**config.mk**
```make
export PLATFORM = sky130hd
export DESIGN_NAME = video_timing
export DESIGN_NICKNAME = d
export VERILOG_FILES = /design/src/hdl/video_pkg.sv /design/src/hdl/video_timing.sv
export SDC_FILE = /design/constraint.sdc
export NUM_CORES = 1
export LEC_CHECK = 0
export BUFFER_PORTS_ARGS = -buffer_cell sky130_fd_sc_hd__buf_2
export CAP_MARGIN = 25
export CORE_UTILIZATION = 56
export DETAILED_ROUTE_END_ITERATION = 7
export GPL_TIMING_DRIVEN = 0
export PLACE_DENSITY = 0.85
export SLEW_MARGIN = 0
export SYNTH_ARGS = -nofsm -noshare
export SYNTH_HDL_FRONTEND = slang
export SYNTH_SLANG_ARGS = --single-unit
```
**constraint.sdc**
```tcl
create_clock -name clk_pixel -period 3 [get_ports clk_pixel]
set_input_delay 0.9 -clock clk_pixel [delete_from_list [all_inputs] [get_ports clk_pixel]]
set_output_delay 0.9 -clock clk_pixel [all_outputs]
set_load 0.02 [all_outputs]
```
**src/hdl/video_pkg.sv**
```systemverilog
`default_nettype none

package video_pkg;

    // one stored frame-buffer pixel, 5:6:5
    typedef struct packed {
        logic [4:0] red;
        logic [5:0] green;
        logic [4:0] blue;
    } rgb565_t;

    // widened pixel, 8 bits per color
    typedef struct packed {
        logic [7:0] red;
        logic [7:0] green;
        logic [7:0] blue;
    } rgb888_t;

    // one encoded 10-bit channel word
    typedef logic [9:0] tmds_word_t;

    // bit 0 hsync, bit 1 vsync
    typedef logic [1:0] ctrl_t;

    // control words sent during blanking, indexed by {vsync, hsync}
    localparam tmds_word_t CTRL_CODE_00 = 10'b1101010100;
    localparam tmds_word_t CTRL_CODE_01 = 10'b0010101011;
    localparam tmds_word_t CTRL_CODE_10 = 10'b0101010100;
    localparam tmds_word_t CTRL_CODE_11 = 10'b1010101011;

    // reduced raster, horizontal in pixels
    localparam int DEF_H_ACTIVE = 40;
    localparam int DEF_H_FRONT  = 4;
    localparam int DEF_H_SYNC   = 6;
    localparam int DEF_H_BACK   = 6;

    // vertical in lines
    localparam int DEF_V_ACTIVE = 20;
    localparam int DEF_V_FRONT  = 2;
    localparam int DEF_V_SYNC   = 2;
    localparam int DEF_V_BACK   = 2;

    // frame-buffer window in the top left corner, 512 pixels
    localparam int DEF_FB_WIDTH  = 32;
    localparam int DEF_FB_HEIGHT = 16;

endpackage

`default_nettype wire

```
**src/hdl/video_timing.sv**
```systemverilog
`default_nettype none

module video_timing #(
    parameter int H_ACTIVE = video_pkg::DEF_H_ACTIVE,
    parameter int H_FRONT  = video_pkg::DEF_H_FRONT,
    parameter int H_SYNC   = video_pkg::DEF_H_SYNC,
    parameter int H_BACK   = video_pkg::DEF_H_BACK,
    parameter int V_ACTIVE = video_pkg::DEF_V_ACTIVE,
    parameter int V_FRONT  = video_pkg::DEF_V_FRONT,
    parameter int V_SYNC   = video_pkg::DEF_V_SYNC,
    parameter int V_BACK   = video_pkg::DEF_V_BACK,
    localparam int H_TOTAL = H_ACTIVE + H_FRONT + H_SYNC + H_BACK,
    localparam int V_TOTAL = V_ACTIVE + V_FRONT + V_SYNC + V_BACK,
    localparam int H_W     = $clog2(H_TOTAL),
    localparam int V_W     = $clog2(V_TOTAL)
) (
    input wire         clk_pixel,
    input wire         reset,
    output logic [H_W-1:0] h_count,
    output logic [V_W-1:0] v_count,
    output logic       h_sync,
    output logic       v_sync,
    output logic       active
);

    // sync windows, end is exclusive
    localparam int H_SYNC_START = H_ACTIVE + H_FRONT;
    localparam int H_SYNC_END   = H_SYNC_START + H_SYNC;
    localparam int V_SYNC_START = V_ACTIVE + V_FRONT;
    localparam int V_SYNC_END   = V_SYNC_START + V_SYNC;

    logic           line_end;
    logic           frame_end;
    logic [H_W-1:0] h_next;
    logic [V_W-1:0] v_next;

    assign line_end  = h_count == H_W'(H_TOTAL - 1);
    assign frame_end = v_count == V_W'(V_TOTAL - 1);

    // next raster position, forced to the origin by reset
    always_comb begin
        if (reset) begin
            h_next = '0;
            v_next = '0;
        end else begin
            h_next = line_end ? '0 : h_count + 1'b1;
            if (line_end) begin
                v_next = frame_end ? '0 : v_count + 1'b1;
            end else begin
                v_next = v_count;
            end
        end
    end

    // decode from the next position so the flags line up
    // with the counters in the same cycle
    always_ff @(posedge clk_pixel) begin
        h_count <= h_next;
        v_count <= v_next;
        h_sync  <= (h_next >= H_SYNC_START) && (h_next < H_SYNC_END);
        v_sync  <= (v_next >= V_SYNC_START) && (v_next < V_SYNC_END);
        active  <= (h_next < H_ACTIVE) && (v_next < V_ACTIVE);
    end

endmodule

`default_nettype wire

```
Word level (Yosys, flattened, before mapping)
Cells that the tools add are included.
- $add $sub $neg: 2
- magnitude comparators: 6
- eq/ne operators: 2
- muxes and demuxes: 5
- reduce and logical (&&, ||, !) cells: 3
- operators with widths (cell ; number):
    5-bit 2-to-1 mux ; 3
    6-bit < comparator (second input constant) ; 2
    6-bit 2-to-1 mux ; 2
    5-bit < comparator (second input constant) ; 2
    6-bit by 1-bit adder with 6-bit output (second input constant) ; 1
    6-bit == test (second input constant) ; 1
    6-bit >= comparator (second input constant) ; 1
    5-bit by 1-bit adder with 5-bit output (second input constant) ; 1
    5-bit == test (second input constant) ; 1
    5-bit >= comparator (second input constant) ; 1
    1-bit logical AND ; 3
- flip-flop bits (word level): 14
- output and inout bits: 14
- word-level logic and storage cells: 23

Depth between registers and ports, before layout
- depth in word-level cells: 6
- depth in mapped cells: 7
- depth with buffers taken out: 5

Worst setup path after synthesis
Ideal clock, no wire load.
- path type: input port to flip-flop
- start point: input port reset
- end point: register v_sync
- data arrival time: 1.698 ns
- data required time: 2.939 ns
- path slack: 1.242 ns
- stages: 4
- cell sequence: buf_2 > a41o_1 > o31ai_1 > and4_1
- longest elaborated chain between the ends: 3
- elaborated cells on any way between the ends: 4
- classes of those cells: 2 x order compare; 1 x mux; 1 x reduce/logical
- ends and longest elaborated chain (item ; RTL line ; text):
    start: declaration ; video_timing.sv:18 ; input wire reset,
    5-bit 2-to-1 mux * ; video_timing.sv:42 ; if (reset) begin
    net v_next[1] ; video_timing.sv:35 ; logic [V_W-1:0] v_next;
    5-bit >= comparator / 5-bit < comparator (equally long branches) ; video_timing.sv:61 ; v_sync <= (v_next >= V_SYNC_START) && (v_next < V_SYNC_END);
    1-bit logical AND * ; video_timing.sv:61 ;
    end signal: assignment ; video_timing.sv:61 ;
    end: declaration ; video_timing.sv:22 ; output logic v_sync,
Mark *: on every way through the listed nets, which the timed path passes. The rest lies on a longest branch.

Worst setup path in the final report
- start point: register h_count[4]
- end point: output port h_count[4]
- RTL lines (item ; RTL line ; text):
    start: declaration ; video_timing.sv:19 ; output logic [H_W-1:0] h_count,
    start signal: assignment ; video_timing.sv:58 ; h_count <= h_next;
No word-level cell between the ends.

==> out/qor.csv <==
metric,value,unit
grt_pass1_wl,2570,um
syn_avg_cell_area,9.03,um^2
final_common_cell,buf_2,
drive_gt1_share,27.8,%
ctsHoldBuffers,0,
cp_top_family,flip-flops,
gr-total-overflow,0,
nNetsFinal,114,
min_from,h_count[0],
maxCapViolations,0,
fp.dieW,39.9,um
power_density,411,mW/mm^2
synth.mux.area_fraction,0,%
crit_arrival,1.02,ns
synthXorXnorAreaFrac,7.63,%
rrSetupSlack,1.13,ns
cts_buffers,3,
max_slew_margin,71.4,%
dr.pass1.iters,4,
setup_ws,1.08,ns
via_per_inst,5.75,
clk_latency,0.28,ns
synth_compound_area_share,18.2,%
avgRoutedWirePerCell,13.5,um
peakVddDrop,253,uV
ys_types,37,
ys_warn_count,0,
worstSetupPathDepth,1,
die_area,0.00159,mm^2
run_status,"finished, final reports clean",
place_hpwl,1190,um
io_buffers,15,
hold_violations,0,
cts_setup_buffers,0,
required,2.10,ns
regToRegEndpoint,v_sync,
die_y,39.9,um
r2r-start,h_count[0],
boundaryPins,16,
clkTransAtPathRegs,0.09,ns
max_freq,521,MHz
synth_area,803,um^2
start_util,61.0,%
ys_ff_latch,14,
crit_fanout,8,
slew_violations,0,
cts_buffer_depth,2,
cts-root-buf,clkbuf_4,
fin_crit_sh,63.9,%
diodes,0,
slowest_stage,dfxtp_1,
finClkSkew,0.00348,ns
synthAdderAreaFrac,4.67,%
critPathMaxStageDelay,0.51,ns
clkPwrFrac,35.6,%
synth-simple-area-share,28.7,%
ant_nets,0,
synth_top_family_by_area,simple AND/OR/NAND/NOR gates,
reg2regPathDepth,7,
dr.first_iter.drc_count,32,
rows,13,
final_util,70.8,%
place_congestion,0.805,
tns,0,ns
criticalPathCategory,flip-flop to primary output,
syn_nets,94,
grt_pass1_vias,600,
seq_power_share,51.7,%
htree_levels,1,
syn_to_final_growth,16.2,%
grt_start_max_net_pins,11,
path_cells,buf_2,
cp_num_buf_inv,1,
min_path_cells,1,
p_sw,0.0000990,W
cts_resized,0,
critPathCaptureType,primary output,
swShare,25.8,%
clock-sinks,14,
rsz0062_at_grt,no,
cts_tree,done,
mostFrequentLayoutCells,"buf_2, dfxtp_1, nor2_1",
startpoint_type,flip-flop,
grtUsageTotal,24.8,%
drcViolationCount,0,
setup_viol,0,
vias,707,
intPower,0.000285,W
holdCritPathClass,flip-flop to flip-flop,
hold_end,h_count[0],
synth_cells,89,
p_leak,0.420,nW
dp_slack,0.917,ns
wl,1660,um
worst_pin_slew,0.427,ns
antenna_found_initial,0,
coreArea,0.00132,mm^2
combPwrFrac,12.7,%
min_period,1.92,ns
synth_seq_area_share,34.9,%
## how the worst max path moves through the flow
stage	startpoint	to
after global routing	h_count[0]	v_sync
after floorplan	reset	v_sync
final	h_count[4]	h_count[4]
after global placement	reset	v_sync
after detailed placement	reset	v_sync
after CTS	h_count[4]	h_count[4]
## metrics by stage
| step | total power (W) | hold slack, ns | instance area [um^2] | cells |
|---|---|---|---|---|
| after floorplan | 0.000237 | 0.550 | 803 | 89 |
| after global placement | 0.000248 | 0.482 | 897 | 119 |
| after detailed placement | 0.000250 | 0.502 | 897 | 119 |
| after CTS | 0.000383 | 0.534 | 933 | 123 |
| after global routing | 0.000399 | 0.566 | 933 | 123 |
| final | 0.000384 | 0.536 | 933 | 123 |
## cell type report
type / instances / area, um^2
Multi-Input combinational cell: 67 / 475
Timing Repair Buffer: 15 / 75.1
Fill cell: 99 / 384
Sequential cell: 14 / 280
Buffer: 5 / 36.3
Inverter: 3 / 11.3
Clock buffer: 4 / 36.3
Tap cell: 15 / 18.8
## worst register-to-register path: stages, from the launching register on
cell and delay [ns]:
dfxtp_1 0.45, ha_1 0.19, buf_4 0.15, and2_0 0.15, buf_2 0.19, nand2_1 0.12, o31ai_1 0.35, and4_1 0.23
## cell families (layout without fill, tap and decap cells)
group,after synthesis,after routing
XOR/XNOR,7,7
buffers and inverters,8,27
AND/OR/NAND/NOR,37,37
adder cells (fa/ha/maj),3,3
flip-flops,14,14
AO/OA/AOI/OAI,20,20
## power by group through the flow
stage / Sequential [W] / Clock, W / Combinational [W]
2_1_floorplan: 0.000209 / 0 / 0.0000283
6_report: 0.000198 / 0.000137 / 0.0000487
3_3_place_gp: 0.000202 / 0 / 0.0000464
4_1_cts: 0.000198 / 0.000136 / 0.0000485
3_5_place_dp: 0.000202 / 0 / 0.0000478
5_1_grt: 0.000199 / 0.000146 / 0.0000535
## cells in the mapped netlist
cell type	instances	area [um^2]
a211o_1	1	8.76
a21oi_1	4	20.0
a31oi_1	2	12.5
a41o_1	1	10.0
a41oi_1	1	8.76
and2_0	1	6.26
and2_1	1	6.26
and3b_2	1	10.0
and4_1	1	8.76
buf_2	2	10.0
buf_4	2	15.0
buf_6	1	11.3
dfxtp_1	14	280
ha_1	3	37.5
inv_1	3	11.3
nand2_1	8	30.0
nand2b_1	1	6.26
nand3_1	2	10.0
nand3_4	1	17.5
nand3b_1	1	7.51
nand3b_4	1	20.0
nand4_1	1	6.26
nor2_1	9	33.8
nor2b_1	3	18.8
nor4_1	1	6.26
o211ai_2	1	12.5
o21ai_0	3	15.0
o31a_1	1	8.76
o31ai_1	3	22.5
o32a_1	1	10.0
o32ai_1	2	17.5
or2b_1	1	7.51
or2b_2	1	8.76
or3_1	2	12.5
or4b_4	1	13.8
xnor2_1	6	52.6
xor2_1	1	8.76
## sequential cells by signal (all words and copies together), names as in the netlist
name,count
h_sync,1
active,1
h_count,6
v_count,5
v_sync,1
## routing by layer
layer | track usage, % | vias to the layer above | routed length, um
met1 | 34.6 | 318 | 758
met5 | 0 | - | 0
li1 | - | 359 | -
met2 | 37.1 | 26 | 760
met4 | 7.76 | 0 | 18
met3 | 5.11 | 4 | 118
Power figures use the tool's default switching activity.
