<file path="src/hdl/video_pkg.sv">
`default_nettype none

package video_pkg;

    // one stored frame-buffer pixel, 5:6:5
    typedef struct packed {
        logic [4:0] red;
        logic [5:0] green;
        logic [4:0] blue;
    } rgb565_t;

    // widened pixel, 8 bits per color
    typedef struct packed {
        logic [7:0] red;
        logic [7:0] green;
        logic [7:0] blue;
    } rgb888_t;

    // one encoded 10-bit channel word
    typedef logic [9:0] tmds_word_t;

    // bit 0 hsync, bit 1 vsync
    typedef logic [1:0] ctrl_t;

    // control words sent during blanking, indexed by {vsync, hsync}
    localparam tmds_word_t CTRL_CODE_00 = 10'b1101010100;
    localparam tmds_word_t CTRL_CODE_01 = 10'b0010101011;
    localparam tmds_word_t CTRL_CODE_10 = 10'b0101010100;
    localparam tmds_word_t CTRL_CODE_11 = 10'b1010101011;

    // reduced raster, horizontal in pixels
    localparam int DEF_H_ACTIVE = 40;
    localparam int DEF_H_FRONT  = 4;
    localparam int DEF_H_SYNC   = 6;
    localparam int DEF_H_BACK   = 6;

    // vertical in lines
    localparam int DEF_V_ACTIVE = 20;
    localparam int DEF_V_FRONT  = 2;
    localparam int DEF_V_SYNC   = 2;
    localparam int DEF_V_BACK   = 2;

    // frame-buffer window in the top left corner, 512 pixels
    localparam int DEF_FB_WIDTH  = 32;
    localparam int DEF_FB_HEIGHT = 16;

endpackage

`default_nettype wire

</file>
<file path="src/hdl/fb_port_if.sv">
`default_nettype none

// bus-side frame-buffer port, no handshake
interface fb_port_if #(
    parameter int ADDR_W = 9
);
    logic               wr_en;
    logic               rd_en;
    logic [ADDR_W-1:0]  addr;
    video_pkg::rgb565_t wr_data;
    // valid one cycle after rd_en
    video_pkg::rgb565_t rd_data;

    modport bus (output wr_en, output rd_en, output addr, output wr_data, input rd_data);
    modport mem (input wr_en, input rd_en, input addr, input wr_data, output rd_data);
endinterface

`default_nettype wire

</file>
<file path="src/hdl/apb_fb_port.sv">
`default_nettype none

module apb_fb_port #(
    parameter int FB_WIDTH  = video_pkg::DEF_FB_WIDTH,
    parameter int FB_HEIGHT = video_pkg::DEF_FB_HEIGHT,
    localparam int FB_DEPTH = FB_WIDTH * FB_HEIGHT,
    localparam int AW       = $clog2(FB_DEPTH)
) (
    input wire          clk_pixel,
    input wire          reset,
    input wire [31:0]   paddr,
    input wire          psel,
    input wire          penable,
    input wire          pwrite,
    input wire [31:0]   pwdata,
    output logic [31:0] prdata,
    output logic        pready,
    output logic        pslverr,
    fb_port_if.bus      fb
);

    logic [31:0] pix_index;
    logic        in_range;
    logic        setup;
    // high in the first access cycle of a read
    logic        rd_wait;

    // word address, one pixel per 32-bit word
    assign pix_index = {2'b00, paddr[31:2]};
    assign in_range  = pix_index < 32'(FB_DEPTH);

    // setup phase of a transfer
    assign setup = psel && !penable;

    // memory access is issued during setup so the response
    // can come from registers in the access phase
    assign fb.addr    = pix_index[AW-1:0];
    assign fb.wr_data = pwdata[15:0];
    assign fb.wr_en   = setup && pwrite && in_range;
    assign fb.rd_en   = setup && !pwrite && in_range;

    always_ff @(posedge clk_pixel) begin
        if (reset) begin
            pready  <= 1'b0;
            pslverr <= 1'b0;
            rd_wait <= 1'b0;
        end else begin
            // writes and bad addresses finish in the first access cycle,
            // reads one cycle later
            pready  <= (setup && (pwrite || !in_range)) || rd_wait;
            pslverr <= setup && !in_range;
            rd_wait <= setup && !pwrite && in_range;
        end
    end

    // memory data arrives in the first access cycle,
    // held on prdata for the second
    always_ff @(posedge clk_pixel) begin
        if (rd_wait) begin
            prdata <= {16'h0000, fb.rd_data};
        end
    end

endmodule

`default_nettype wire

</file>
<file path="src/flat_wrapper.sv">
// flat-port wrapper written by rule: the top's interface ports become plain ports
module apb_fb_port_flat 
#(
    parameter int FB_WIDTH  = video_pkg::DEF_FB_WIDTH,
    parameter int FB_HEIGHT = video_pkg::DEF_FB_HEIGHT,
    localparam int FB_DEPTH = FB_WIDTH * FB_HEIGHT,
    localparam int AW       = $clog2(FB_DEPTH)
)
  (clk_pixel, reset, paddr, psel, penable, pwrite, pwdata, prdata, pready, pslverr, fb_wr_en, fb_rd_en, fb_addr, fb_wr_data, fb_rd_data);
  fb_port_if fb_i ();
  input wire clk_pixel;
  input wire reset;
  input wire [31:0] paddr;
  input wire psel;
  input wire penable;
  input wire pwrite;
  input wire [31:0] pwdata;
  output logic [31:0] prdata;
  output logic pready;
  output logic pslverr;
  output wire logic [$bits(fb_i.wr_en)-1:0] fb_wr_en;
  output wire logic [$bits(fb_i.rd_en)-1:0] fb_rd_en;
  output wire logic [$bits(fb_i.addr)-1:0] fb_addr;
  output wire logic [$bits(fb_i.wr_data)-1:0] fb_wr_data;
  input wire logic [$bits(fb_i.rd_data)-1:0] fb_rd_data;
  assign fb_wr_en = fb_i.wr_en;
  assign fb_rd_en = fb_i.rd_en;
  assign fb_addr = fb_i.addr;
  assign fb_wr_data = fb_i.wr_data;
  assign fb_i.rd_data = fb_rd_data;
  apb_fb_port #(.FB_WIDTH(FB_WIDTH), .FB_HEIGHT(FB_HEIGHT)) u_core (.clk_pixel(clk_pixel), .reset(reset), .paddr(paddr), .psel(psel), .penable(penable), .pwrite(pwrite), .pwdata(pwdata), .prdata(prdata), .pready(pready), .pslverr(pslverr), .fb(fb_i));
endmodule
</file>
<file path="config.mk">
export PLATFORM = sky130hd
export DESIGN_NAME = apb_fb_port_flat
export DESIGN_NICKNAME = d
export VERILOG_FILES = /design/src/hdl/video_pkg.sv /design/src/hdl/fb_port_if.sv /design/src/hdl/apb_fb_port.sv /design/src/flat_wrapper.sv
export SDC_FILE = /design/constraint.sdc
export NUM_CORES = 1
export LEC_CHECK = 0
export BUFFER_PORTS_ARGS = -buffer_cell sky130_fd_sc_hd__buf_2
export CAP_MARGIN = 20
export CORE_ASPECT_RATIO = 0.6
export CORE_MARGIN = 2
export CORE_UTILIZATION = 32
export CTS_BUF_LIST = sky130_fd_sc_hd__clkbuf_16
export CTS_CLUSTER_DIAMETER = 40
export DETAILED_ROUTE_END_ITERATION = 7
export GPL_ROUTABILITY_DRIVEN = 0
export HOLD_SLACK_MARGIN = 0.15
export PLACE_DENSITY = 0.86
export SYNTH_ARGS = -nofsm -noshare
export SYNTH_HDL_FRONTEND = slang
export SYNTH_SLANG_ARGS = --single-unit
</file>
<file path="constraint.sdc">
create_clock -name clk_pixel -period 1.53 [get_ports clk_pixel]
set_input_delay 0.0765 -clock clk_pixel [delete_from_list [all_inputs] [get_ports clk_pixel]]
set_output_delay 0.0765 -clock clk_pixel [all_outputs]
set_load 0.05 [all_outputs]
</file>
## Word level (Yosys, flattened, before mapping)

Cells that the tools add are included.

- Logic and storage cells: 17
- Output and inout bits: 61
- RAM bits: 0
- Latch bits: 0
- Memories: 0
- Flip-flop bits (word level): 19
- Input bits: 85
- ROM bits: 0

- Add/sub/neg operators: 0
- Muxes and demuxes: 0
- Shifts and indexed selects: 0
- $lt $le $gt $ge: 1
- Reductions and logical operators: 12
- Bitwise logic cells: 0
- Multipliers: 0
- Equal/unequal tests: 0
- Divide/modulo/power cells: 0

Operators by type and width:

| cell | number |
|---|---|
| $lt 30x10->1 const B | 1 |
| $logic_and 1x1->1 | 7 |
| $logic_not 1->1 | 3 |
| $logic_or 1x1->1 | 2 |

## Depth between registers and ports, before layout

- Depth in word-level cells: 5
- Mapped depth: 4
- Depth with buffers taken out: 4

## Worst setup path before layout

No wires, ideal clock.

- Kind: input to output
- From: input port paddr[25]
- To: output port fb_rd_en
- Path buffers: 0
- Data arrival time: 1364 ps
- Stages on the path: 4
- Data required time: 1453 ps
- Slack: 90 ps
- Path through: nor4_1 nand2_2 or2_4 nor3_2

- Longest elaborated chain between the ends: 2

Ends and longest elaborated chain:

| item | RTL line | RTL |
|---|---|---|
| start, declared | flat_wrapper.sv:13 | `input wire [31:0] paddr;` |
| $lt 30x10->1 | apb_fb_port.sv:30 | `assign in_range = pix_index < 32'(FB_DEPTH);` |
| $logic_and 1x1->1 | apb_fb_port.sv:40 | `assign fb.rd_en = setup && !pwrite && in_range;` |
| end, declared | flat_wrapper.sv:22 | `output wire logic [$bits(fb_i.rd_en)-1:0] fb_rd_en;` |

No other way between the ends.

## Worst setup path in the final report

- From: input port paddr[19]
- To: register u_core.rd_wait

- Longest elaborated chain between the ends: 2

Ends and longest elaborated chain:

| item | RTL line | RTL |
|---|---|---|
| $lt 30x10->1 | apb_fb_port.sv:30 |  |
| $logic_and 1x1->1 | apb_fb_port.sv:52 | `rd_wait <= setup && !pwrite && in_range;` |
| end signal, assigned | apb_fb_port.sv:52 |  |
| end, declared | apb_fb_port.sv:26 | `logic rd_wait;` |

No other way between the ends.
A chain may end at the register's enable or synchronous reset.

==> metrics.yaml <==
status: "finished, final reports clean"
fmax_ghz: 0.6964
finalCritPeriodShare_pct: 93.85
core_um2: 2909
path_class: "in -> reg"
pre_cts_ws_ns: 0.1306
fin_nets: 225
grt_pass1_wl_um: 2884
ys_warn_count: 0
grt_setup_unrepaired: "false"
combPwrFrac_pct: 15.9
drv_cap: 0
io_pins: 146
synth_area_per_cell_um2: 12.34
clockRootBuffer: "clkbuf_16"
cts_tree: "yes"
switchingPower_uw: 294.3
viasPerCell: 3.928
ir_drop_mv: 0.3324
postSynthCellCount: 80
hold_violations: 0
antenna_left: 0
design_area_um2: 1393
dieArea_um2: 3560
cts_made_buffers: 3
hpwl_um: 1632
die_h_um: 47.03
die_w_um: 75.71
grt_use_met2_pct: 18.61
first_iter_violations: 40
seq_area_frac_synth_pct: 54.75
diodes: 0
cp_max_fo: 3
drt-total-wl_um: 2160
swShare_pct: 22.99
grt_usage_pct: 10.94
setup_slack_ns: 0.09412
num_vias: 711
cts_sinks: 19
end_kind: "flip-flop"
clock_power_share_pct: 40.1
intPower_uw: 986.1
grt_start_max_net_pins: 17
power.static_leakage_uw: 0.0006247
rows: 15
setup_tns_ns: 0
drc_errors: 0
overflow: 0
skew_ns: 0.003156
ctsHtreeMaxLevel: 1
final_util_pct: 47.87
layout_common_cells: "buf_2 (61), dlygate4sd3_1 (19), conb_1 (16), edfxtp_1 (16)"
ys_seq_elements: 19
grt.met1_usage_pct: 11.86
wl_per_cell_um: 11.93
setup_viol: 0
areaGrowthSynthToFinish_pct: 41.07
start_util_pct: 33.94
io_buffers: 61
synth_area_um2: 987.2
dr.pass1.iters: 2
grt_pass1_vias: 646
finalNonFillerCells: 181
power_density_nw_per_um2: 919.4
pwr-share-seq_pct: 44.0
critPathLaunchType: "primary input"
place_inst: 158
placed_cell_area_um2: 1101
fillers: 283
clockBufferDepth: 2
layout_commonest_cell: "buf_2"
cts_setup_buffers: 0
slew_viol_final: 0
clock_latency_ns: 0.24
synthDistinctLibCells: 16
min_path_type: "in -> out"
path_clk_slew_ns: 0.05
critPathArrivalTime_ns: 1.62
antenna_found_initial: 0
grtUsageMet3_pct: 6.223
fin_crit_ns: 1.436
crit_required_ns: 1.71
gr-max-usage-layer: "met2"
drive_gt1_share_pct: 52.52
-- layout make-up --
cell class	instances	area, um^2	area share, %
Clock inverter	1	5.005	0.3594
Tap cell	42	52.55	3.774
Sequential cell	19	540.5	38.81
Timing Repair Buffer	81	503.0	36.12
Clock buffer	3	75.07	5.391
Multi-Input combinational cell	35	216.5	15.54
-- registers in the layout (all words and copies together), names as in the netlist --
name and cells:
u_core.pready 1, u_core.prdata 16, u_core.rd_wait 1, u_core.pslverr 1
-- Yosys cell counts (all sizes together) --
cell	instances	area, um^2
edfxtp	16	480.5
or2	1	8.760
nor4	6	58.80
nor2	3	11.26
nor3	4	25.02
nand2	1	6.260
and3	1	6.260
conb	1	3.750
nand4	1	6.260
buf	41	307.8
dfxtp	3	60.06
nand2b	1	6.260
nor2b	1	6.260
-- worst paths after layout --
kind | cells after the start | slack, ns | startpoint | endpoint
max | 6 | 0.09 | paddr[19] | u_core.rd_wait
min | 0 | 0.15 | paddr[2] | fb_addr[0]
max reg2reg | 1 | 0.61 | u_core.rd_wait | u_core.prdata[10]
min reg2reg | 2 | 0.52 | u_core.rd_wait | u_core.pready
-- metrics by stage --
stage	power (uW)	hold slack [ns]
CTS	1285	0.1533
detailed placement	734.5	0.1533
global placement	731.6	0.1533
finish	1280	0.1530
floorplan	884.1	0.1461
global route	1330	0.1531
-- power groups by stage --
stage	registers, uW	logic, uW	clock network (uW)
floorplan	581	303	0
global placement	574	158	0
detailed placement	574	161	0
CTS	563	196	525
global route	563	217	549
finish	563	203	514
-- worst max-delay path: stages --
cell and delay [ns]:
buf_2 0.10, nor4_2 0.27, nand4_1 0.19, or2_4 0.29, nor4_4 0.12, dlygate4sd3_1 0.57
-- kinds of logic (layout without fill, tap and decap cells) --
family | count (synthesis) | count (layout) | synth area share (%)
buf+inv | 41 | 85 | 31.18
flops | 19 | 19 | 54.75
other cells | 1 | 16 | 0.3799
simple gates | 19 | 19 | 13.69
-- per-layer routing --
layer | vias to the layer above | routed length (um)
li1 | 337 | -
met1 | 318 | 791
met2 | 50 | 1040
met3 | 6 | 300
met4 | 0 | 28
met5 | - | 0
-- repair_timing --
| action | 4_1_cts | 5_1_grt |
|---|---|---|
| hold buffers | 19 | 0 |
| setup endpoints to repair | 0 | 3 |
| gates resized for setup | 0 | 3 |
| endpoints found under the hold margin | 19 | 0 |
(Power assumes the default switching activity.)
