$ cat src/hdl/video_pkg.sv
`default_nettype none

package video_pkg;

    // one stored frame-buffer pixel, 5:6:5
    typedef struct packed {
        logic [4:0] red;
        logic [5:0] green;
        logic [4:0] blue;
    } rgb565_t;

    // widened pixel, 8 bits per color
    typedef struct packed {
        logic [7:0] red;
        logic [7:0] green;
        logic [7:0] blue;
    } rgb888_t;

    // one encoded 10-bit channel word
    typedef logic [9:0] tmds_word_t;

    // bit 0 hsync, bit 1 vsync
    typedef logic [1:0] ctrl_t;

    // control words sent during blanking, indexed by {vsync, hsync}
    localparam tmds_word_t CTRL_CODE_00 = 10'b1101010100;
    localparam tmds_word_t CTRL_CODE_01 = 10'b0010101011;
    localparam tmds_word_t CTRL_CODE_10 = 10'b0101010100;
    localparam tmds_word_t CTRL_CODE_11 = 10'b1010101011;

    // reduced raster, horizontal in pixels
    localparam int DEF_H_ACTIVE = 40;
    localparam int DEF_H_FRONT  = 4;
    localparam int DEF_H_SYNC   = 6;
    localparam int DEF_H_BACK   = 6;

    // vertical in lines
    localparam int DEF_V_ACTIVE = 20;
    localparam int DEF_V_FRONT  = 2;
    localparam int DEF_V_SYNC   = 2;
    localparam int DEF_V_BACK   = 2;

    // frame-buffer window in the top left corner, 512 pixels
    localparam int DEF_FB_WIDTH  = 32;
    localparam int DEF_FB_HEIGHT = 16;

endpackage

`default_nettype wire

$ cat src/hdl/video_beat_if.sv
`default_nettype none

// one display beat, all fields for the same raster position
interface video_beat_if;
    logic               active;
    logic               h_sync;
    logic               v_sync;
    // black outside the frame-buffer window
    video_pkg::rgb888_t pixel;

    modport source (output active, output h_sync, output v_sync, output pixel);
    modport sink (input active, input h_sync, input v_sync, input pixel);
endinterface

`default_nettype wire

$ cat src/hdl/tmds_encoder.sv
`default_nettype none

module tmds_encoder (
    input wire                    clk_pixel,
    input wire                    reset,
    video_beat_if.sink            beat,
    input wire [1:0]              channel,
    input wire video_pkg::ctrl_t  ctrl,
    output video_pkg::tmds_word_t tmds
);

    logic [7:0]            data;
    logic [3:0]            ones_d;
    logic                  use_xnor;
    logic [8:0]            q_m;
    logic [3:0]            ones_q;
    // ones minus zeros of q_m[7:0]
    logic signed [5:0]     balance;
    // running disparity, ones minus zeros sent so far
    logic signed [5:0]     disparity;
    logic signed [5:0]     disp_next;
    video_pkg::tmds_word_t data_word;
    video_pkg::tmds_word_t ctrl_word;

    // 0 red, 1 green, 2 blue
    always_comb begin
        case (channel)
            2'd0:    data = beat.pixel.red;
            2'd1:    data = beat.pixel.green;
            default: data = beat.pixel.blue;
        endcase
    end

    // stage one, minimise transitions
    always_comb begin
        ones_d   = 4'($countones(data));
        // xnor when ones dominate, tie broken by bit 0
        use_xnor = (ones_d > 4'd4) || ((ones_d == 4'd4) && !data[0]);
        q_m[0]   = data[0];
        for (int i = 1; i < 8; i++) begin
            q_m[i] = use_xnor ? ~(q_m[i-1] ^ data[i]) : (q_m[i-1] ^ data[i]);
        end
        // bit 8 set for xor chaining
        q_m[8]   = !use_xnor;
        ones_q   = 4'($countones(q_m[7:0]));
        balance  = $signed({1'b0, ones_q, 1'b0}) - 6'sd8;
    end

    // stage two, dc balance
    always_comb begin
        if ((disparity == 0) || (balance == 0)) begin
            // no bias either way, invert only for xnor words
            data_word = {~q_m[8], q_m[8], q_m[8] ? q_m[7:0] : ~q_m[7:0]};
            disp_next = q_m[8] ? disparity + balance : disparity - balance;
        end else if (((disparity > 0) && (balance > 0)) ||
                     ((disparity < 0) && (balance < 0))) begin
            // word would push further the same way
            data_word = {1'b1, q_m[8], ~q_m[7:0]};
            disp_next = disparity - balance + (q_m[8] ? 6'sd2 : 6'sd0);
        end else begin
            data_word = {1'b0, q_m[8], q_m[7:0]};
            disp_next = disparity + balance - (q_m[8] ? 6'sd0 : 6'sd2);
        end
    end

    // blanking code from {vsync, hsync}
    always_comb begin
        case (ctrl)
            2'b00:   ctrl_word = video_pkg::CTRL_CODE_00;
            2'b01:   ctrl_word = video_pkg::CTRL_CODE_01;
            2'b10:   ctrl_word = video_pkg::CTRL_CODE_10;
            default: ctrl_word = video_pkg::CTRL_CODE_11;
        endcase
    end

    always_ff @(posedge clk_pixel) begin
        if (reset) begin
            tmds      <= video_pkg::CTRL_CODE_00;
            disparity <= '0;
        end else if (beat.active) begin
            tmds      <= data_word;
            disparity <= disp_next;
        end else begin
            // disparity restarts at every active period
            tmds      <= ctrl_word;
            disparity <= '0;
        end
    end

endmodule

`default_nettype wire

$ cat src/flat_wrapper.sv
// flat-port wrapper written by rule: the top's interface ports become plain ports
module tmds_encoder_flat 
  (clk_pixel, reset, channel, ctrl, tmds, beat_active, beat_h_sync, beat_v_sync, beat_pixel);
  video_beat_if beat_i ();
  input wire clk_pixel;
  input wire reset;
  input wire [1:0] channel;
  input wire video_pkg::ctrl_t ctrl;
  output video_pkg::tmds_word_t tmds;
  input wire logic [$bits(beat_i.active)-1:0] beat_active;
  input wire logic [$bits(beat_i.h_sync)-1:0] beat_h_sync;
  input wire logic [$bits(beat_i.v_sync)-1:0] beat_v_sync;
  input wire logic [$bits(beat_i.pixel)-1:0] beat_pixel;
  assign beat_i.active = beat_active;
  assign beat_i.h_sync = beat_h_sync;
  assign beat_i.v_sync = beat_v_sync;
  assign beat_i.pixel = beat_pixel;
  tmds_encoder u_core (.clk_pixel(clk_pixel), .reset(reset), .beat(beat_i), .channel(channel), .ctrl(ctrl), .tmds(tmds));
endmodule
$ cat config.mk
export PLATFORM = sky130hd
export DESIGN_NAME = tmds_encoder_flat
export DESIGN_NICKNAME = d
export VERILOG_FILES = /design/src/hdl/video_pkg.sv /design/src/hdl/video_beat_if.sv /design/src/hdl/tmds_encoder.sv /design/src/flat_wrapper.sv
export SDC_FILE = /design/constraint.sdc
export NUM_CORES = 1
export LEC_CHECK = 0
export ABC_AREA = 1
export BUFFER_PORTS_ARGS = -buffer_cell sky130_fd_sc_hd__buf_2
export CORE_ASPECT_RATIO = 2
export CORE_UTILIZATION = 56
export CTS_CLUSTER_SIZE = 25
export DETAILED_ROUTE_END_ITERATION = 7
export PLACE_DENSITY = 0.81
export SLEW_MARGIN = 20
export SYNTH_ARGS = -nofsm -noshare
export SYNTH_HDL_FRONTEND = slang
export SYNTH_SLANG_ARGS = --single-unit
$ cat constraint.sdc
create_clock -name clk_pixel -period 9.57 [get_ports clk_pixel]
set_input_delay 0.4785 -clock clk_pixel [delete_from_list [all_inputs] [get_ports clk_pixel]]
set_output_delay 0.4785 -clock clk_pixel [all_outputs]
set_load 0.005 [all_outputs]
# == Yosys cells after proc, flatten, opt, wreduce, memory -nomap -nowiden ==
# Index checks and enable logic that the tools add are counted.
# totals
ff_bits,16
inputBits,33
out_inout_bits,10
elab_cells,77
# op_classes
add_sub_neg,19
magnitude_cmp,5
n_eq_ne,4
muxes,18
bitwise_logic,16
reduce_logical,13
# ops
op,n
32-bit logical NOT,2
10-bit 2-to-1 mux,3
10-bit case mux with 3 select lines,1
4-bit adder,6
6-bit 2-to-1 mux,3
1-bit by 1-bit adder with 2-bit output,8
8-bit case mux with 2 select lines,1
6-bit adder,2
"6-bit by 1-bit greater-than comparator with 1-bit output, second input constant",2
"6-bit by 1-bit less-than comparator with 1-bit output, second input constant",2
6-bit subtractor,2
8-bit 2-to-1 mux,1
1-bit NOT,8
8-bit NOT,1
1-bit 2-to-1 mux,7
1-bit XOR,7
"5-bit by 4-bit subtractor with 6-bit output, second input constant",1
"2-bit by 1-bit equality test with 1-bit output, second input constant",2
"4-bit by 3-bit equality test with 1-bit output, second input constant",1
"4-bit by 3-bit greater-than comparator with 1-bit output, second input constant",1
2-bit logical NOT,2
2-bit 2-to-1 mux,2
1-bit logical AND,3
1-bit logical OR,3
other kinds (3),4

# == Depth between registers and ports, before layout ==
# logic_depth
depth_word,37
ltp_mapped,45
ltp_nobuf,45

# == Least setup slack after synthesis ==
# No wires, ideal clock.
# synth_path
kind,input to register
from,in channel[1]
to,reg u_core.tmds[7]
setup_time_ns,0.126
arrival_time_ns,7.289
required_time_ns,9.444
setup_slack_ns,2.156
cell_stages,38
n_path_buf,0
path_cell_list,inv_2 > nand2_4 > inv_4 > nand2_1 > and3_2 > inv_1 > ha_1 > fa_1 > fa_1 > ha_1 > inv_1 > fa_1 > inv_1 > a21oi_1 > nand2_4 > nand2_4 > nand3_4 > nand3_2 > [... 2 more ...] > nand2_2 > nand2_2 > nand3_1 > fa_1 > fa_1 > inv_1 > ha_1 > fa_1 > inv_1 > ha_1 > o22ai_1 > inv_1 > o21ai_2 > inv_1 > nand3_1 > nand3_1 > nand3_1 > nand2_1
# synth_between
elab_chain_len,37
elab_cells_between_ends,56
cone_classes,add/sub: 15; order compare: 3; eq/ne: 2; mux: 12; bitwise: 15; reduce/logical: 9
# synth_lines
item,line_no,text
from (decl),flat_wrapper.sv:7,input wire [1:0] channel;
2-bit by 1-bit equality test with 1-bit output / 2-bit logical NOT (equally long branches),tmds_encoder.sv:27,case (channel)
8-bit case mux with 2 select lines *,tmds_encoder.sv:27,
branches (longest 33 deep; another with 4-bit adder),--,
10-bit 2-to-1 mux *,tmds_encoder.sv:51,if ((disparity == 0) || (balance == 0)) begin
10-bit 2-to-1 mux *,tmds_encoder.sv:80,end else if (beat.active) begin
to (signal assigned),tmds_encoder.sv:78,tmds <= video_pkg::CTRL_CODE_00;
to (signal assigned),tmds_encoder.sv:81,tmds <= data_word;
to (signal assigned),tmds_encoder.sv:85,tmds <= ctrl_word;
to (decl),tmds_encoder.sv:9,output video_pkg::tmds_word_t tmds
# Mark *: on every way between the ends.
# A chain may end at the register's enable or synchronous reset.

# == Worst setup path in the final report ==
# Ends and elaborated chain as after synthesis.

==> summary.txt <==
Status
  • Run status: completed

Synthesis
  • Syn Std Cell Area: 2168 µm²
  • Async SR Flop Fraction: 0%
  • Ranking of synthesized cells by area: ha_1, dfxtp_1, inv_1, fa_1, nand2_1
  • Post-synthesis sequential area ratio: 13.85%
  • Mapped Avg Cell Area: 7.252 µm²
  • Post-synth EDFFs: 0
  • Post-synth top area share: 16.73%
  • Synth area leader: ha_1
  • Post-synth top cells: inv_1, nand2_1, ha_1
  • Yosys cell types: 35
  • Count leader, synth: inv_1
  • Main synth FF type: dfxtp_1
  • Mapped Cells: 299
  • #FFs+latches synth: 15
  • Ys Warns: 0
  • Syn nets: 370

Clocking
  • Num Clock Sinks: 15
  • Hold Buf Count CTS: 0
  • CTS resizes: 0
  • TritonCTS buffer count: 3
  • Postcts setup bufs: 0
  • CTS Root Cell: clkbuf_8
  • Clock transition at the registers of the reported paths: 0.06 ns
  • Worst-Skew Late Latency: 0.25 ns
  • H-tree depth: 1
  • CTS max path bufs: 2
  • CTS tree: built

Timing
  • Final period util: 86.89%
  • Final WS setup: 1.254 ns
  • Final Max Tran Viols: 0
  • Worst-Margin Slew: 0.5191 ns
  • Slew margin rel.: 65.39%
  • Fmax: 0.1203 GHz
  • TNS Setup: 0 ns
  • Crit path time final: 8.316 ns
  • Setup violations, final: 0
  • RSZ-0062 raised after global routing: false
  • Final Hold Fails: 0
  • Worst Skew: 0.004120 ns

Detailed routing
  • Remaining antenna violation count: 0
  • DR DRC count: 0
  • Via density: 5.266
  • TritonRoute pass-1 iters: 4
  • Detailed-route wire length: 4905 µm
  • Avg WL per Cell: 12.54 µm
  • Iteration-0 DRC Markers: 33
  • Via count: 2,059

Floorplan
  • Std-Cell Rows: 31
  • IO Pins: 43
  • Die Ht: 90 µm
  • Core footprint: 3646 µm²
  • Die width: 46 µm
  • Initial Util: 59.47%
  • Die footprint: 4140 µm²

Placement
  • Routability cong.: 0.8886
  • Number of buffers added on ports: 40
  • Cells after DPL: 387
  • Post-DP HPWL: 4247 µm
  • DP Worst Slack: 0.9965 ns

Layout
  • # diodes: 0
  • Fillers: 349
  • Layout overhead on the synthesized area: 13.68%
  • Nets: 414
  • Layout cells sized above 1: 22.22%
  • Finished Layout Cells: 391

GRT
  • Largest net degree at the start of global routing: 15
  • Total gr overflow: 0
  • First-pass GRT wire length: 8728 µm
  • Initial antenna violation count: 0
  • Vias in the first global route: 2,125
  • Gr usage total: 27.74%

Run
  • Maxcap violations: 0

Worst setup path
  • CP max-delay cell: fa_1
  • CP max FO: 14
  • Cell mode on critical path: inv_1
  • Crit path kind: in2reg
  • CP endpoint kind: register
  • Startpoint Class: primary input
  • CP Data Arrival Time: 8.45 ns
  • CP peak stage delay: 0.55 ns
  • CP required: 9.71 ns

Hold path
  • Worst min-delay path class: in2reg
[logic make-up (layout without fill, tap and decap cells)]
family | count (synthesis) | in the layout | synth area share (%)
AND/OR/NAND/NOR | 120 | 120 | 30.99
buffers and inverters | 67 | 110 | 12.06
AO/OA/AOI/OAI | 45 | 45 | 12.41
adder cells (fa/ha/maj) | 38 | 38 | 25.04
flip-flops | 15 | 15 | 13.85
XOR/XNOR | 14 | 14 | 5.655
[per-layer routing]
layer  share of wire [%]  vias up  global-route usage [%]
li1                    -     1052                       -
met1                  34      936                   25.56
met2                  60       57                   53.17
met3                 2.2       14                   3.414
met4                 3.2        0                   12.99
met5                   0        -                       0
[worst paths after layout]
check / end / slack (ns) / start / depth (start not counted)
worst min register to register: u_core.disparity[2]$_SDFF_PP0_ / 0.84 / u_core.disparity[5]$_SDFF_PP0_ / 3
worst max register to register: u_core.tmds[7]$_SDFF_PP0_ / 7.35 / u_core.disparity[2]$_SDFF_PP0_ / 10
worst min-delay path: u_core.tmds[9]$_SDFF_PP1_ / 0.49 / reset / 3
worst max-delay path: u_core.tmds[7]$_SDFF_PP0_ / 1.25 / channel[1] / 39
[metrics by stage]
step           instance area [µm²]  utilization [%]  hold slack (ns)
6_report                      2465            67.60           0.4889
5_1_grt                       2465            67.60           0.5108
4_1_cts                       2465            67.60           0.4903
3_5_place_dp                  2419            66.33           0.7493
3_3_place_gp                  2419            66.33           0.7439
2_1_floorplan                 2168                -           0.5944
[state kept, by name, indices dropped and copies added, names as in the netlist]
| name | flops |
|---|---|
| u_core.tmds | 10 |
| u_core.disparity | 5 |
[cells in the final DEF, fill, tap and decap left out, drive strengths merged, types with 9 or more instances in the layout]
cell | synthesis | final
nand2 | 50 | 50
a21oi | 16 | 16
o21ai | 12 | 12
ha | 29 | 29
dfxtp | 15 | 15
buf | 1 | 40
fa | 9 | 9
nor2 | 31 | 31
xor2 | 10 | 10
inv | 65 | 65
nand3 | 31 | 31
[layout make-up]
class	count	area, µm²	area share [%]
Multi-Input combinational cell	217	1607	65.18
Sequential cell	15	300.3	12.18
Inverter	66	250.2	10.15
Timing Repair Buffer	40	200.2	8.122
Tap cell	49	61.31	2.487
Clock buffer	3	41.29	1.675
Clock inverter	1	5.005	0.2030
[worst max-delay path: cells and delay by family]
family	cells	cell delay, ns
AO/OA/AOI/OAI	3	1.25
buffers and inverters	10	1.00
adder cells (fa/ha/maj)	10	3.96
AND/OR/NAND/NOR	16	1.74
Power is not shown: default switching activity piles up to over one toggle a cycle in this logic, so the estimate is an artifact.
