## config.mk

```make
export PLATFORM = sky130hd
export DESIGN_NAME = pixel_fetch_flat
export DESIGN_NICKNAME = d
export VERILOG_FILES = /design/src/hdl/video_pkg.sv /design/src/hdl/video_beat_if.sv /design/src/hdl/pixel_fetch.sv /design/src/flat_wrapper.sv
export SDC_FILE = /design/constraint.sdc
export NUM_CORES = 1
export LEC_CHECK = 0
export BUFFER_PORTS_ARGS = -buffer_cell sky130_fd_sc_hd__buf_4
export CAP_MARGIN = 25
export CORE_MARGIN = 5
export CORE_UTILIZATION = 30
export DETAILED_ROUTE_END_ITERATION = 10
export PLACE_DENSITY_LB_ADDON = 0.05
export SYNTH_ARGS = -nofsm -noshare
export SYNTH_HDL_FRONTEND = slang
export SYNTH_SLANG_ARGS = --single-unit
export TNS_END_PERCENT = 1
```

## constraint.sdc

```tcl
create_clock -name clk_pixel -period 0.8 [get_ports clk_pixel]
set_input_delay 0.16 -clock clk_pixel [delete_from_list [all_inputs] [get_ports clk_pixel]]
set_output_delay 0.16 -clock clk_pixel [all_outputs]
set_load 0.02 [all_outputs]
```

## src/hdl/video_pkg.sv

```systemverilog
`default_nettype none

package video_pkg;

    // one stored frame-buffer pixel, 5:6:5
    typedef struct packed {
        logic [4:0] red;
        logic [5:0] green;
        logic [4:0] blue;
    } rgb565_t;

    // widened pixel, 8 bits per color
    typedef struct packed {
        logic [7:0] red;
        logic [7:0] green;
        logic [7:0] blue;
    } rgb888_t;

    // one encoded 10-bit channel word
    typedef logic [9:0] tmds_word_t;

    // bit 0 hsync, bit 1 vsync
    typedef logic [1:0] ctrl_t;

    // control words sent during blanking, indexed by {vsync, hsync}
    localparam tmds_word_t CTRL_CODE_00 = 10'b1101010100;
    localparam tmds_word_t CTRL_CODE_01 = 10'b0010101011;
    localparam tmds_word_t CTRL_CODE_10 = 10'b0101010100;
    localparam tmds_word_t CTRL_CODE_11 = 10'b1010101011;

    // reduced raster, horizontal in pixels
    localparam int DEF_H_ACTIVE = 40;
    localparam int DEF_H_FRONT  = 4;
    localparam int DEF_H_SYNC   = 6;
    localparam int DEF_H_BACK   = 6;

    // vertical in lines
    localparam int DEF_V_ACTIVE = 20;
    localparam int DEF_V_FRONT  = 2;
    localparam int DEF_V_SYNC   = 2;
    localparam int DEF_V_BACK   = 2;

    // frame-buffer window in the top left corner, 512 pixels
    localparam int DEF_FB_WIDTH  = 32;
    localparam int DEF_FB_HEIGHT = 16;

endpackage

`default_nettype wire

```

## src/hdl/video_beat_if.sv

```systemverilog
`default_nettype none

// one display beat, all fields for the same raster position
interface video_beat_if;
    logic               active;
    logic               h_sync;
    logic               v_sync;
    // black outside the frame-buffer window
    video_pkg::rgb888_t pixel;

    modport source (output active, output h_sync, output v_sync, output pixel);
    modport sink (input active, input h_sync, input v_sync, input pixel);
endinterface

`default_nettype wire

```

## src/hdl/pixel_fetch.sv

```systemverilog
`default_nettype none

module pixel_fetch #(
    parameter int FB_WIDTH  = video_pkg::DEF_FB_WIDTH,
    parameter int FB_HEIGHT = video_pkg::DEF_FB_HEIGHT,
    parameter int H_W       = 6,
    parameter int V_W       = 5,
    localparam int FB_DEPTH = FB_WIDTH * FB_HEIGHT,
    localparam int AW       = $clog2(FB_DEPTH)
) (
    input wire                clk_pixel,
    input wire                reset,
    input wire [H_W-1:0]      h_count,
    input wire [V_W-1:0]      v_count,
    input wire                h_sync,
    input wire                v_sync,
    input wire                active,
    output logic [AW-1:0]     rd_addr,
    input wire video_pkg::rgb565_t rd_pixel,
    video_beat_if.source      beat
);

    logic        in_window;
    logic [31:0] lin_index;
    // bit 1 is the stage that meets the memory data
    logic [1:0]  win_pipe;
    logic [1:0]  hs_pipe;
    logic [1:0]  vs_pipe;
    logic [1:0]  act_pipe;

    // window sits in the top left of the active area
    assign in_window = active && (h_count < FB_WIDTH) && (v_count < FB_HEIGHT);
    assign lin_index = 32'(v_count) * 32'(FB_WIDTH) + 32'(h_count);

    // stage 1, address register, memory adds stage 2
    always_ff @(posedge clk_pixel) begin
        rd_addr <= lin_index[AW-1:0];
    end

    // timing flags follow the address through both stages
    always_ff @(posedge clk_pixel) begin
        if (reset) begin
            win_pipe <= '0;
            hs_pipe  <= '0;
            vs_pipe  <= '0;
            act_pipe <= '0;
        end else begin
            win_pipe <= {win_pipe[0], in_window};
            hs_pipe  <= {hs_pipe[0], h_sync};
            vs_pipe  <= {vs_pipe[0], v_sync};
            act_pipe <= {act_pipe[0], active};
        end
    end

    assign beat.active = act_pipe[1];
    assign beat.h_sync = hs_pipe[1];
    assign beat.v_sync = vs_pipe[1];

    // 5:6:5 to 8:8:8 by zero fill of the low bits
    always_comb begin
        if (win_pipe[1]) begin
            beat.pixel.red   = {rd_pixel.red, 3'b000};
            beat.pixel.green = {rd_pixel.green, 2'b00};
            beat.pixel.blue  = {rd_pixel.blue, 3'b000};
        end else begin
            // outside the window
            beat.pixel = '0;
        end
    end

endmodule

`default_nettype wire

```

## src/flat_wrapper.sv

```systemverilog
// flat-port wrapper written by rule: the top's interface ports become plain ports
module pixel_fetch_flat 
#(
    parameter int FB_WIDTH  = video_pkg::DEF_FB_WIDTH,
    parameter int FB_HEIGHT = video_pkg::DEF_FB_HEIGHT,
    parameter int H_W       = 6,
    parameter int V_W       = 5,
    localparam int FB_DEPTH = FB_WIDTH * FB_HEIGHT,
    localparam int AW       = $clog2(FB_DEPTH)
)
  (clk_pixel, reset, h_count, v_count, h_sync, v_sync, active, rd_addr, rd_pixel, beat_active, beat_h_sync, beat_v_sync, beat_pixel);
  video_beat_if beat_i ();
  input wire clk_pixel;
  input wire reset;
  input wire [H_W-1:0] h_count;
  input wire [V_W-1:0] v_count;
  input wire h_sync;
  input wire v_sync;
  input wire active;
  output logic [AW-1:0] rd_addr;
  input wire video_pkg::rgb565_t rd_pixel;
  output wire logic [$bits(beat_i.active)-1:0] beat_active;
  output wire logic [$bits(beat_i.h_sync)-1:0] beat_h_sync;
  output wire logic [$bits(beat_i.v_sync)-1:0] beat_v_sync;
  output wire logic [$bits(beat_i.pixel)-1:0] beat_pixel;
  assign beat_active = beat_i.active;
  assign beat_h_sync = beat_i.h_sync;
  assign beat_v_sync = beat_i.v_sync;
  assign beat_pixel = beat_i.pixel;
  pixel_fetch #(.FB_WIDTH(FB_WIDTH), .FB_HEIGHT(FB_HEIGHT), .H_W(H_W), .V_W(V_W)) u_core (.clk_pixel(clk_pixel), .reset(reset), .h_count(h_count), .v_count(v_count), .h_sync(h_sync), .v_sync(v_sync), .active(active), .rd_addr(rd_addr), .rd_pixel(rd_pixel), .beat(beat_i));
endmodule
```

# Yosys cells after proc, flatten, opt, wreduce, memory -nomap -nowiden

Cells that the tools add are included.
Widths: inputs -> output; s select.

Flip-flop bits (word level): 17
Latch bits: 0
Bits in writable memories: 0
Bits in read-only memories: 0
Input bits: 32
Output and inout bits: 36
Word-level logic and storage cells: 11
Memories: 0

Add/sub/neg operators: 1
Multipliers: 0
Divide/modulo/power cells: 0
Order comparisons: 2
Eq/ne operators: 0
Shifts and indexed selects: 0
Mux-type cells: 1
Bitwise logic cells: 0
Reductions and logical operators: 2

Operator list:

| cell               | count |
|---|---|
| $mux 24            | 1 |
| $add 9x6->9        | 1 |
| $lt 6x6->1 const B | 1 |
| $lt 5x5->1 const B | 1 |
| $logic_and 1x1->1  | 2 |

# Longest topological paths before layout

Gate-level depths: netlist of the first run.

Word-level depth: 3
Mapped depth: 3
Gate-level depth less buffers: 3

# Least setup slack after synthesis of the first run

Ideal clock, no wire load.

Path kind: reg-to-output
From: register u_core.win_pipe[1]
To: output port beat_pixel[11]
Arrival time: 709 ps
Data required time: 640 ps
Setup slack: -69 ps
Cell stages (with the launch flop): 3
Buffers on the path: 1
Cell sequence: dfxtp_1 > buf_6 > and2_1

Word-level cells in the longest chain between the ends: 1

RTL lines:

| item                   | line               | text |
|---|---|---|
| from (decl)            | pixel_fetch.sv:26  | `logic [1:0] win_pipe;` |
| from (signal assigned) | pixel_fetch.sv:48  | `win_pipe <= {win_pipe[0], in_window};` |
| $mux 24                | pixel_fetch.sv:61  | `if (win_pipe[1]) begin` |
| to (decl)              | flat_wrapper.sv:25 | `output wire logic [$bits(beat_i.pixel)-1:0] beat_pixel;` |

No other way between the ends.

# Worst setup path in the final report of the first run

From: register u_core.win_pipe[1]
To: output port beat_pixel[4]

The elaborated chain is that of the path after synthesis.

==> results of run 1 <==
## state kept, by name (all words and copies together) (netlist names)
name,count
u_core.rd_addr,9
u_core.act_pipe,2
u_core.hs_pipe,2
u_core.vs_pipe,2
u_core.win_pipe,2
## logic make-up after synthesis
| logic type | count (synthesis) | share of synthesized area, % |
|---|---|---|
| xor+xnor | 2 | 2.751 |
| other cells | 1 | 0.5888 |
| buf+inv | 9 | 11.20 |
| flops | 17 | 53.44 |
| simple gates | 25 | 28.09 |
| fa+ha+maj | 2 | 3.929 |
## worst max-delay path, cell delays in order (launching register included)
cell and delay, ps:
dfxtp_4 430, and2_4 150, buf_4 130
## per-stage QoR
step	total power (W)	setup TNS [ps]	cell area (sq um)	worst slack [ps]	cells
after floorplan	0.001092	0	689.4	5.705	63
after global placement	0.001259	-2050	1102	-126.3	141
after detailed placement	0.001264	-1912	1102	-138.0	141
after CTS	0.001750	-6645	1274	-361.9	150
after global routing	0.001809	-7446	1279	-401.4	150
final	0.001730	-6205	1279	-341.2	150
## final timing paths
check,depth (start not counted),end,from
setup / recovery,2,beat_pixel[4],u_core.win_pipe[1]$_SDFF_PP0_
hold / removal,2,u_core.win_pipe[0]$_SDFF_PP0_,v_count[4]
setup reg to reg,1,u_core.hs_pipe[1]$_SDFF_PP0_,u_core.hs_pipe[0]$_SDFF_PP0_
hold reg to reg,1,u_core.vs_pipe[1]$_SDFF_PP0_,u_core.vs_pipe[0]$_SDFF_PP0_
## cells in the mapped netlist (all sizes together)
library cell | n | area, sq um
dfxtp | 17 | 340.3
and2 | 16 | 100.1
buf | 9 | 71.32
and2b | 6 | 52.55
ha | 2 | 25.02
conb | 1 | 3.750
nand3 | 1 | 5.000
nor2b | 1 | 8.760
nor3b | 1 | 12.51
xnor2 | 1 | 8.760
xor2 | 1 | 8.760
## final cells by class
type	instances	area [sq um]	area share (%)
Multi-Input combinational cell	37	276.5	21.62
Sequential cell	17	359.1	28.08
Tap cell	27	33.78	2.642
Clock buffer	4	26.28	2.055
Timing Repair Buffer	65	583.1	45.60
## layer usage
metal,GRT usage (%),share of wire [%],vias to the layer above
li1,-,-,288
met4,4.068,0.49,0
met1,10.20,35,245
met5,0,0,-
met3,3.712,15,2
met2,19.70,49,45
## placed cells by master, fill, tap and decap left out
| cell type | count |
|---|---|
| dfxtp_4 | 1 |
| clkbuf_1 | 1 |
| and2_4 | 10 |
| nor3b_2 | 1 |
| nand3_1 | 1 |
| dfxtp_1 | 4 |
| ha_1 | 2 |
| buf_6 | 22 |
| buf_4 | 38 |
| nor2b_2 | 1 |
| clkbuf_4 | 3 |
| and2_1 | 6 |
| dfxtp_2 | 12 |
| dlygate4sd3_1 | 5 |
| xnor2_1 | 1 |
| and2b_2 | 6 |
| xor2_1 | 1 |
| conb_1 | 8 |
## what timing repair did
item | 4_1_cts | 5_1_grt
endpoints found under the hold margin | 5 | 0
endpoints found under the setup margin | 28 | 28
pin swaps | 1 | 0
hold buffers | 5 | 0
gates resized for setup | 33 | 2
## where the power goes
group	total [W]	switching, W	internal, W
clock	0.000429	0.000236	0.000193
sequential	0.000921	0.0000210	0.000900
combinational	0.000380	0.000154	0.000226
==> results by group, run 1 <==
Drt
  • Via/cell ratio: roughly 3.9
  • Post-DRT Antenna Nets: 0
  • Drt first pass iters: 2
  • Wire per inst: approximately 11 microns
  • Total Wirelength: roughly 1.6 mm
  • Number of remaining DRC errors: 0
  • Total number of vias: 580
  • Iter 0 DRT Violations: 4

Floorplanning
  • I/O pin total: 68
  • Effective utilization at floorplan: 31.81%
  • Full die area: about 0.0031 sq mm
  • Core Region: about 0.002 sq mm
  • Rows: 16
  • Die height: approximately 56 microns
  • Die width: between 50 and 60 microns

Global routing
  • First-pass GRT wire length: ~2.6 mm
  • Total gr overflow: 0
  • GR Util All Layers: between 10% and 20%
  • Vias in the first global route: around 580
  • Pin count of the biggest net entering global routing: 17
  • Antenna violations before repair: 0

Timing
  • Hold Fails Final Rpt: 0
  • Clock skew: ~0.35 ps
  • Final Critical Period: around 1100 ps
  • Max Transition Viols Final: 0
  • Peak Freq: between 800 and 900 MHz
  • WHS: around 32 ps
  • Fin crit share: 142.7%
  • Post-route setup slack: -341.2 ps
  • RSZ-0062 raised after global routing: true
  • Final setup viols: 28

Cells and area
  • FILL cells: roughly 180
  • Diode count: 0
  • Fin nets: 158
  • Area grow syn2layout: 100.8%
  • Final core occ: about 64%
  • Share of layout cells above drive strength 1: ~76%

Placement
  • Placer Congestion: approximately 0.73
  • I/O Buffers: between 50 and 60

Power and ir drop
  • Leak Pwr: 0.6518 nW
  • Power per Cell Area: roughly 1400 mW/mm^2
  • VDD IR-drop max: approximately 0.96 mV

Min path
  • Type of the worst min-delay path: input pin to flop

Clocking
  • H-tree depth: 1
  • Clk_lat worst skew: roughly 270 ps
  • Clock Tree Root: clkbuf_4
  • Reg clk slew, reported paths: about 90 ps
  • Max Root-Sink Buffers: 2
  • CTS tree: done
  • Sink Count: 17
  • Total CTS buffers: 3
  • Setup Fix Bufs, Post-CTS: 0

Synth
  • Ys Warns: 0
  • Synth Register Bits: 17
  • Mapped Area: about 640 sq um
  • Unique cell type count in the Yosys netlist: 12
  • Synthesized instance count: 56
  • Register area share after synthesis: a little over half
  • Avg Cell Area, Syn: 11.37 sq um

Worst setup path
  • Critical path arrival: 980 ps
  • Worst reg-to-reg setup slack: 220 ps
  • CP Launch Type: flop
  • CP Max Fanout: 16
  • Crit Path Category: flop to output port
  • Crit end category: output port
  • Critical Path RT: approximately 640 ps

Run
  • Max_cap viols: 0

Status
  • Failing checks: setup timing
  • Status: finished with violations
Power figures use the tool's default switching activity.
==> run 2: changes to the inputs <==
--- a/config.mk
+++ b/config.mk
@@ -7,10 +7,9 @@
 export LEC_CHECK = 0
 export BUFFER_PORTS_ARGS = -buffer_cell sky130_fd_sc_hd__buf_4
 export CAP_MARGIN = 25
-export CORE_MARGIN = 5
 export CORE_UTILIZATION = 30
 export DETAILED_ROUTE_END_ITERATION = 10
-export PLACE_DENSITY_LB_ADDON = 0.05
+export PLACE_DENSITY = 0.76
 export SYNTH_ARGS = -nofsm -noshare
 export SYNTH_HDL_FRONTEND = slang
 export SYNTH_SLANG_ARGS = --single-unit
==> constraint.sdc (replaced) <==
create_clock -name clk_pixel -period 1 [get_ports clk_pixel]
set_input_delay 0.2 -clock clk_pixel [delete_from_list [all_inputs] [get_ports clk_pixel]]
set_output_delay 0.2 -clock clk_pixel [all_outputs]
set_load 0.02 [all_outputs]
==> run 2 against run 1 <==
Effect of this change:
- the run still ends with setup timing left
- non-clock buffer count shrank 2
- flip-flop and latch count unchanged
- clock skew about the same
- first-iteration DRC count shrank 50%
- sequential share of layout area increased by 0.80 points
- total power decreased by 22%
- global-route usage is 0.71 points lower
- clock power decreased by 19%
- critical path depth unchanged
- register-to-register slack better by 200 ps
==> results by group, run 2 (same netlist as run 1, synthesis figures left out) <==
Power and ir drop
  • Final Power: 0.001349 W (-22%)
  • Leak Pwr: 0.6168 nW (-5.4%)
  • VDD IR-drop max: 1.024 mV (+6.4%)
  • Power per Cell Area: 1133 mW/mm^2 (-16%)

Worst setup path
  • Crit path cell chain: and2_1 > buf_6
  • Setup crit start: u_core.win_pipe[1]$_SDFF_PP0_
  • Critical path arrival: 960 ps (-20 ps)
  • CP max stage cell: dfxtp_4
  • CP max stage delay: 390 ps (-40 ps)
  • R2r startpoint: u_core.hs_pipe[0]$_SDFF_PP0_
  • CP delay by family, top: flip-flops
  • Crit Path Category: flop to output port
  • CP Launch Type: flop
  • Buf+Inv Stages, Crit Path: 1 (unchanged)
  • Critical Path RT: 800 ps (+160 ps)
  • Crit end category: output port
  • CP Max Fanout: 16 (unchanged)

Placement
  • Setup Slack @ Placement: -26.46 ps (+111.6 ps)
  • Placer Congestion: 0.6560 (-11%)
  • # placed instances: 140 (-0.71%)
  • I/O Buffers: 59 (unchanged)

Global routing
  • Pin count of the biggest net entering global routing: 17 (unchanged)
  • Met2 usage: 20.54% (+0.84 points)
  • Met3 usage: 2.642% (-1.1 points)
  • Vias in the first global route: 448 (-23%)
  • Global routing's busiest layer: met2
  • First-pass GRT wire length: 1.511 mm (-42%)
  • GR Util All Layers: 9.737% (-0.71 points)
  • Antenna violations before repair: 0 (unchanged)
  • GR Layer Usage met1: 7.062% (-3.1 points)
  • Total gr overflow: 0 (unchanged)

Timing
  • Hold Fails Final Rpt: 0 (unchanged)
  • Clock skew: 0.1248 ps (-0.2227 ps)
  • Fin crit share: 116.4%
  • WHS: 17.09 ps (-14.88 ps)
  • Peak Freq: approximately 860 MHz
  • Post-route setup slack: -163.8 ps (+177.5 ps)
  • Final Critical Period: around 1200 ps
  • Max Transition Viols Final: 0 (unchanged)
  • Final setup viols: 16 (-43%)
  • RSZ-0062 raised after global routing: true

Clocking
  • H-tree depth: 1 (unchanged)
  • Clock Tree Root: clkbuf_4
  • Max Root-Sink Buffers: 2 (unchanged)
  • Reg clk slew, reported paths: 90 ps (about the same)
  • CTS tree: done
  • Clk_lat worst skew: 270 ps (about the same)
  • Setup Fix Bufs, Post-CTS: 0 (unchanged)
  • Sink Count: 17 (unchanged)
  • Total CTS buffers: 3 (unchanged)

Cells and area
  • Largest register FFs: 9 (unchanged)
  • Diode count: 0 (unchanged)
  • Area grow syn2layout: 87.03%
  • Fin nets: 156 (-1.3%)
  • Top reg by flops: u_core.rd_addr
  • FILL cells: 172 (-6.0%)
  • Most common cell after layout, fill and taps aside: buf_4
  • Final core occ: 60.10% (-3.8 points)
  • Finished Layout Cells: 148 (-1.3%)
  • Share of layout cells above drive strength 1: 58.68% (-18 points)
  • Most frequent cells in the layout: 45 x buf_4, 16 x and2_1, 16 x dfxtp_1, 14 x buf_6, 8 x conb_1

Drt
  • Total Wirelength: 1.388 mm (-16%)
  • Total number of vias: 575 (-0.86%)
  • Post-DRT Antenna Nets: 0 (unchanged)
  • Wire per inst: 9.378 microns (-15%)
  • Drt first pass iters: 2 (unchanged)
  • Number of remaining DRC errors: 0 (unchanged)
  • Iter 0 DRT Violations: 2 (-2)
  • Via/cell ratio: 3.885 (+0.48%)

Run
  • Max_cap viols: 0 (unchanged)

Floorplanning
  • Core Region: 0.001982 sq mm (-1.0%)
  • I/O pin total: 68 (unchanged)
  • Full die area: 0.002311 sq mm (-26%)
  • Rows: 16 (unchanged)
  • Die width: 48.08 microns (-14%)
  • Die height: 48.08 microns (-14%)
  • Effective utilization at floorplan: 32.13% (+0.32 points)

Min path
  • Hold Startpoint: h_count[2]
  • Type of the worst min-delay path: input pin to flop

Status
  • Failing checks: setup timing
  • Status: finished with violations
run 2: where the power goes:
part,leakage (nW),switching (W),total (W),internal (W)
registers,0.143,0.0000112,0.000725,0.000714
logic,0.459,0.000121,0.000276,0.000155
clock network,0.0150,0.000193,0.000348,0.000155
run 2: through the flow:
step	area, sq um	TNS, ps
finish	1191	-2396
CTS	1151	-2622
detailed placement	1069	-189.8
floorplan	663.1	0
global route	1191	-3390
global placement	1069	0
run 2: area by class of cell:
type	instances	area (sq um)	area share, %
clock buffers	4	26.28	2.206
multi-input cells	37	251.5	21.11
flip-flops and latches	17	344.1	28.89
well taps	27	33.78	2.836
repair buffers	63	535.5	44.96
run 2: worst paths after layout:
kind | cells after the start | end | slack, ps
worst max-delay path | 2 | beat_pixel[7] | -160
worst min-delay path | 1 | u_core.rd_addr[2]$_DFF_P_ | 20
worst min register to register | 1 | u_core.act_pipe[1]$_SDFF_PP0_ | 460
worst max register to register | 1 | u_core.hs_pipe[1]$_SDFF_PP0_ | 420
run 2: repair_timing:
| action | CTS | global route |
|---|---|---|
| gates cloned | 0 | 0 |
| endpoints found under the setup margin | 16 | 16 |
| gates resized for setup | 16 | 0 |
| hold endpoints to repair | 0 | 4 |
| hold buffers | 0 | 4 |
run 2: layer usage:
metal | vias to the layer above | part of all wire [%]
li1 | 283 | -
met1 | 244 | 33
met2 | 48 | 56
met3 | 0 | 11
met4 | 0 | 0
met5 | - | 0
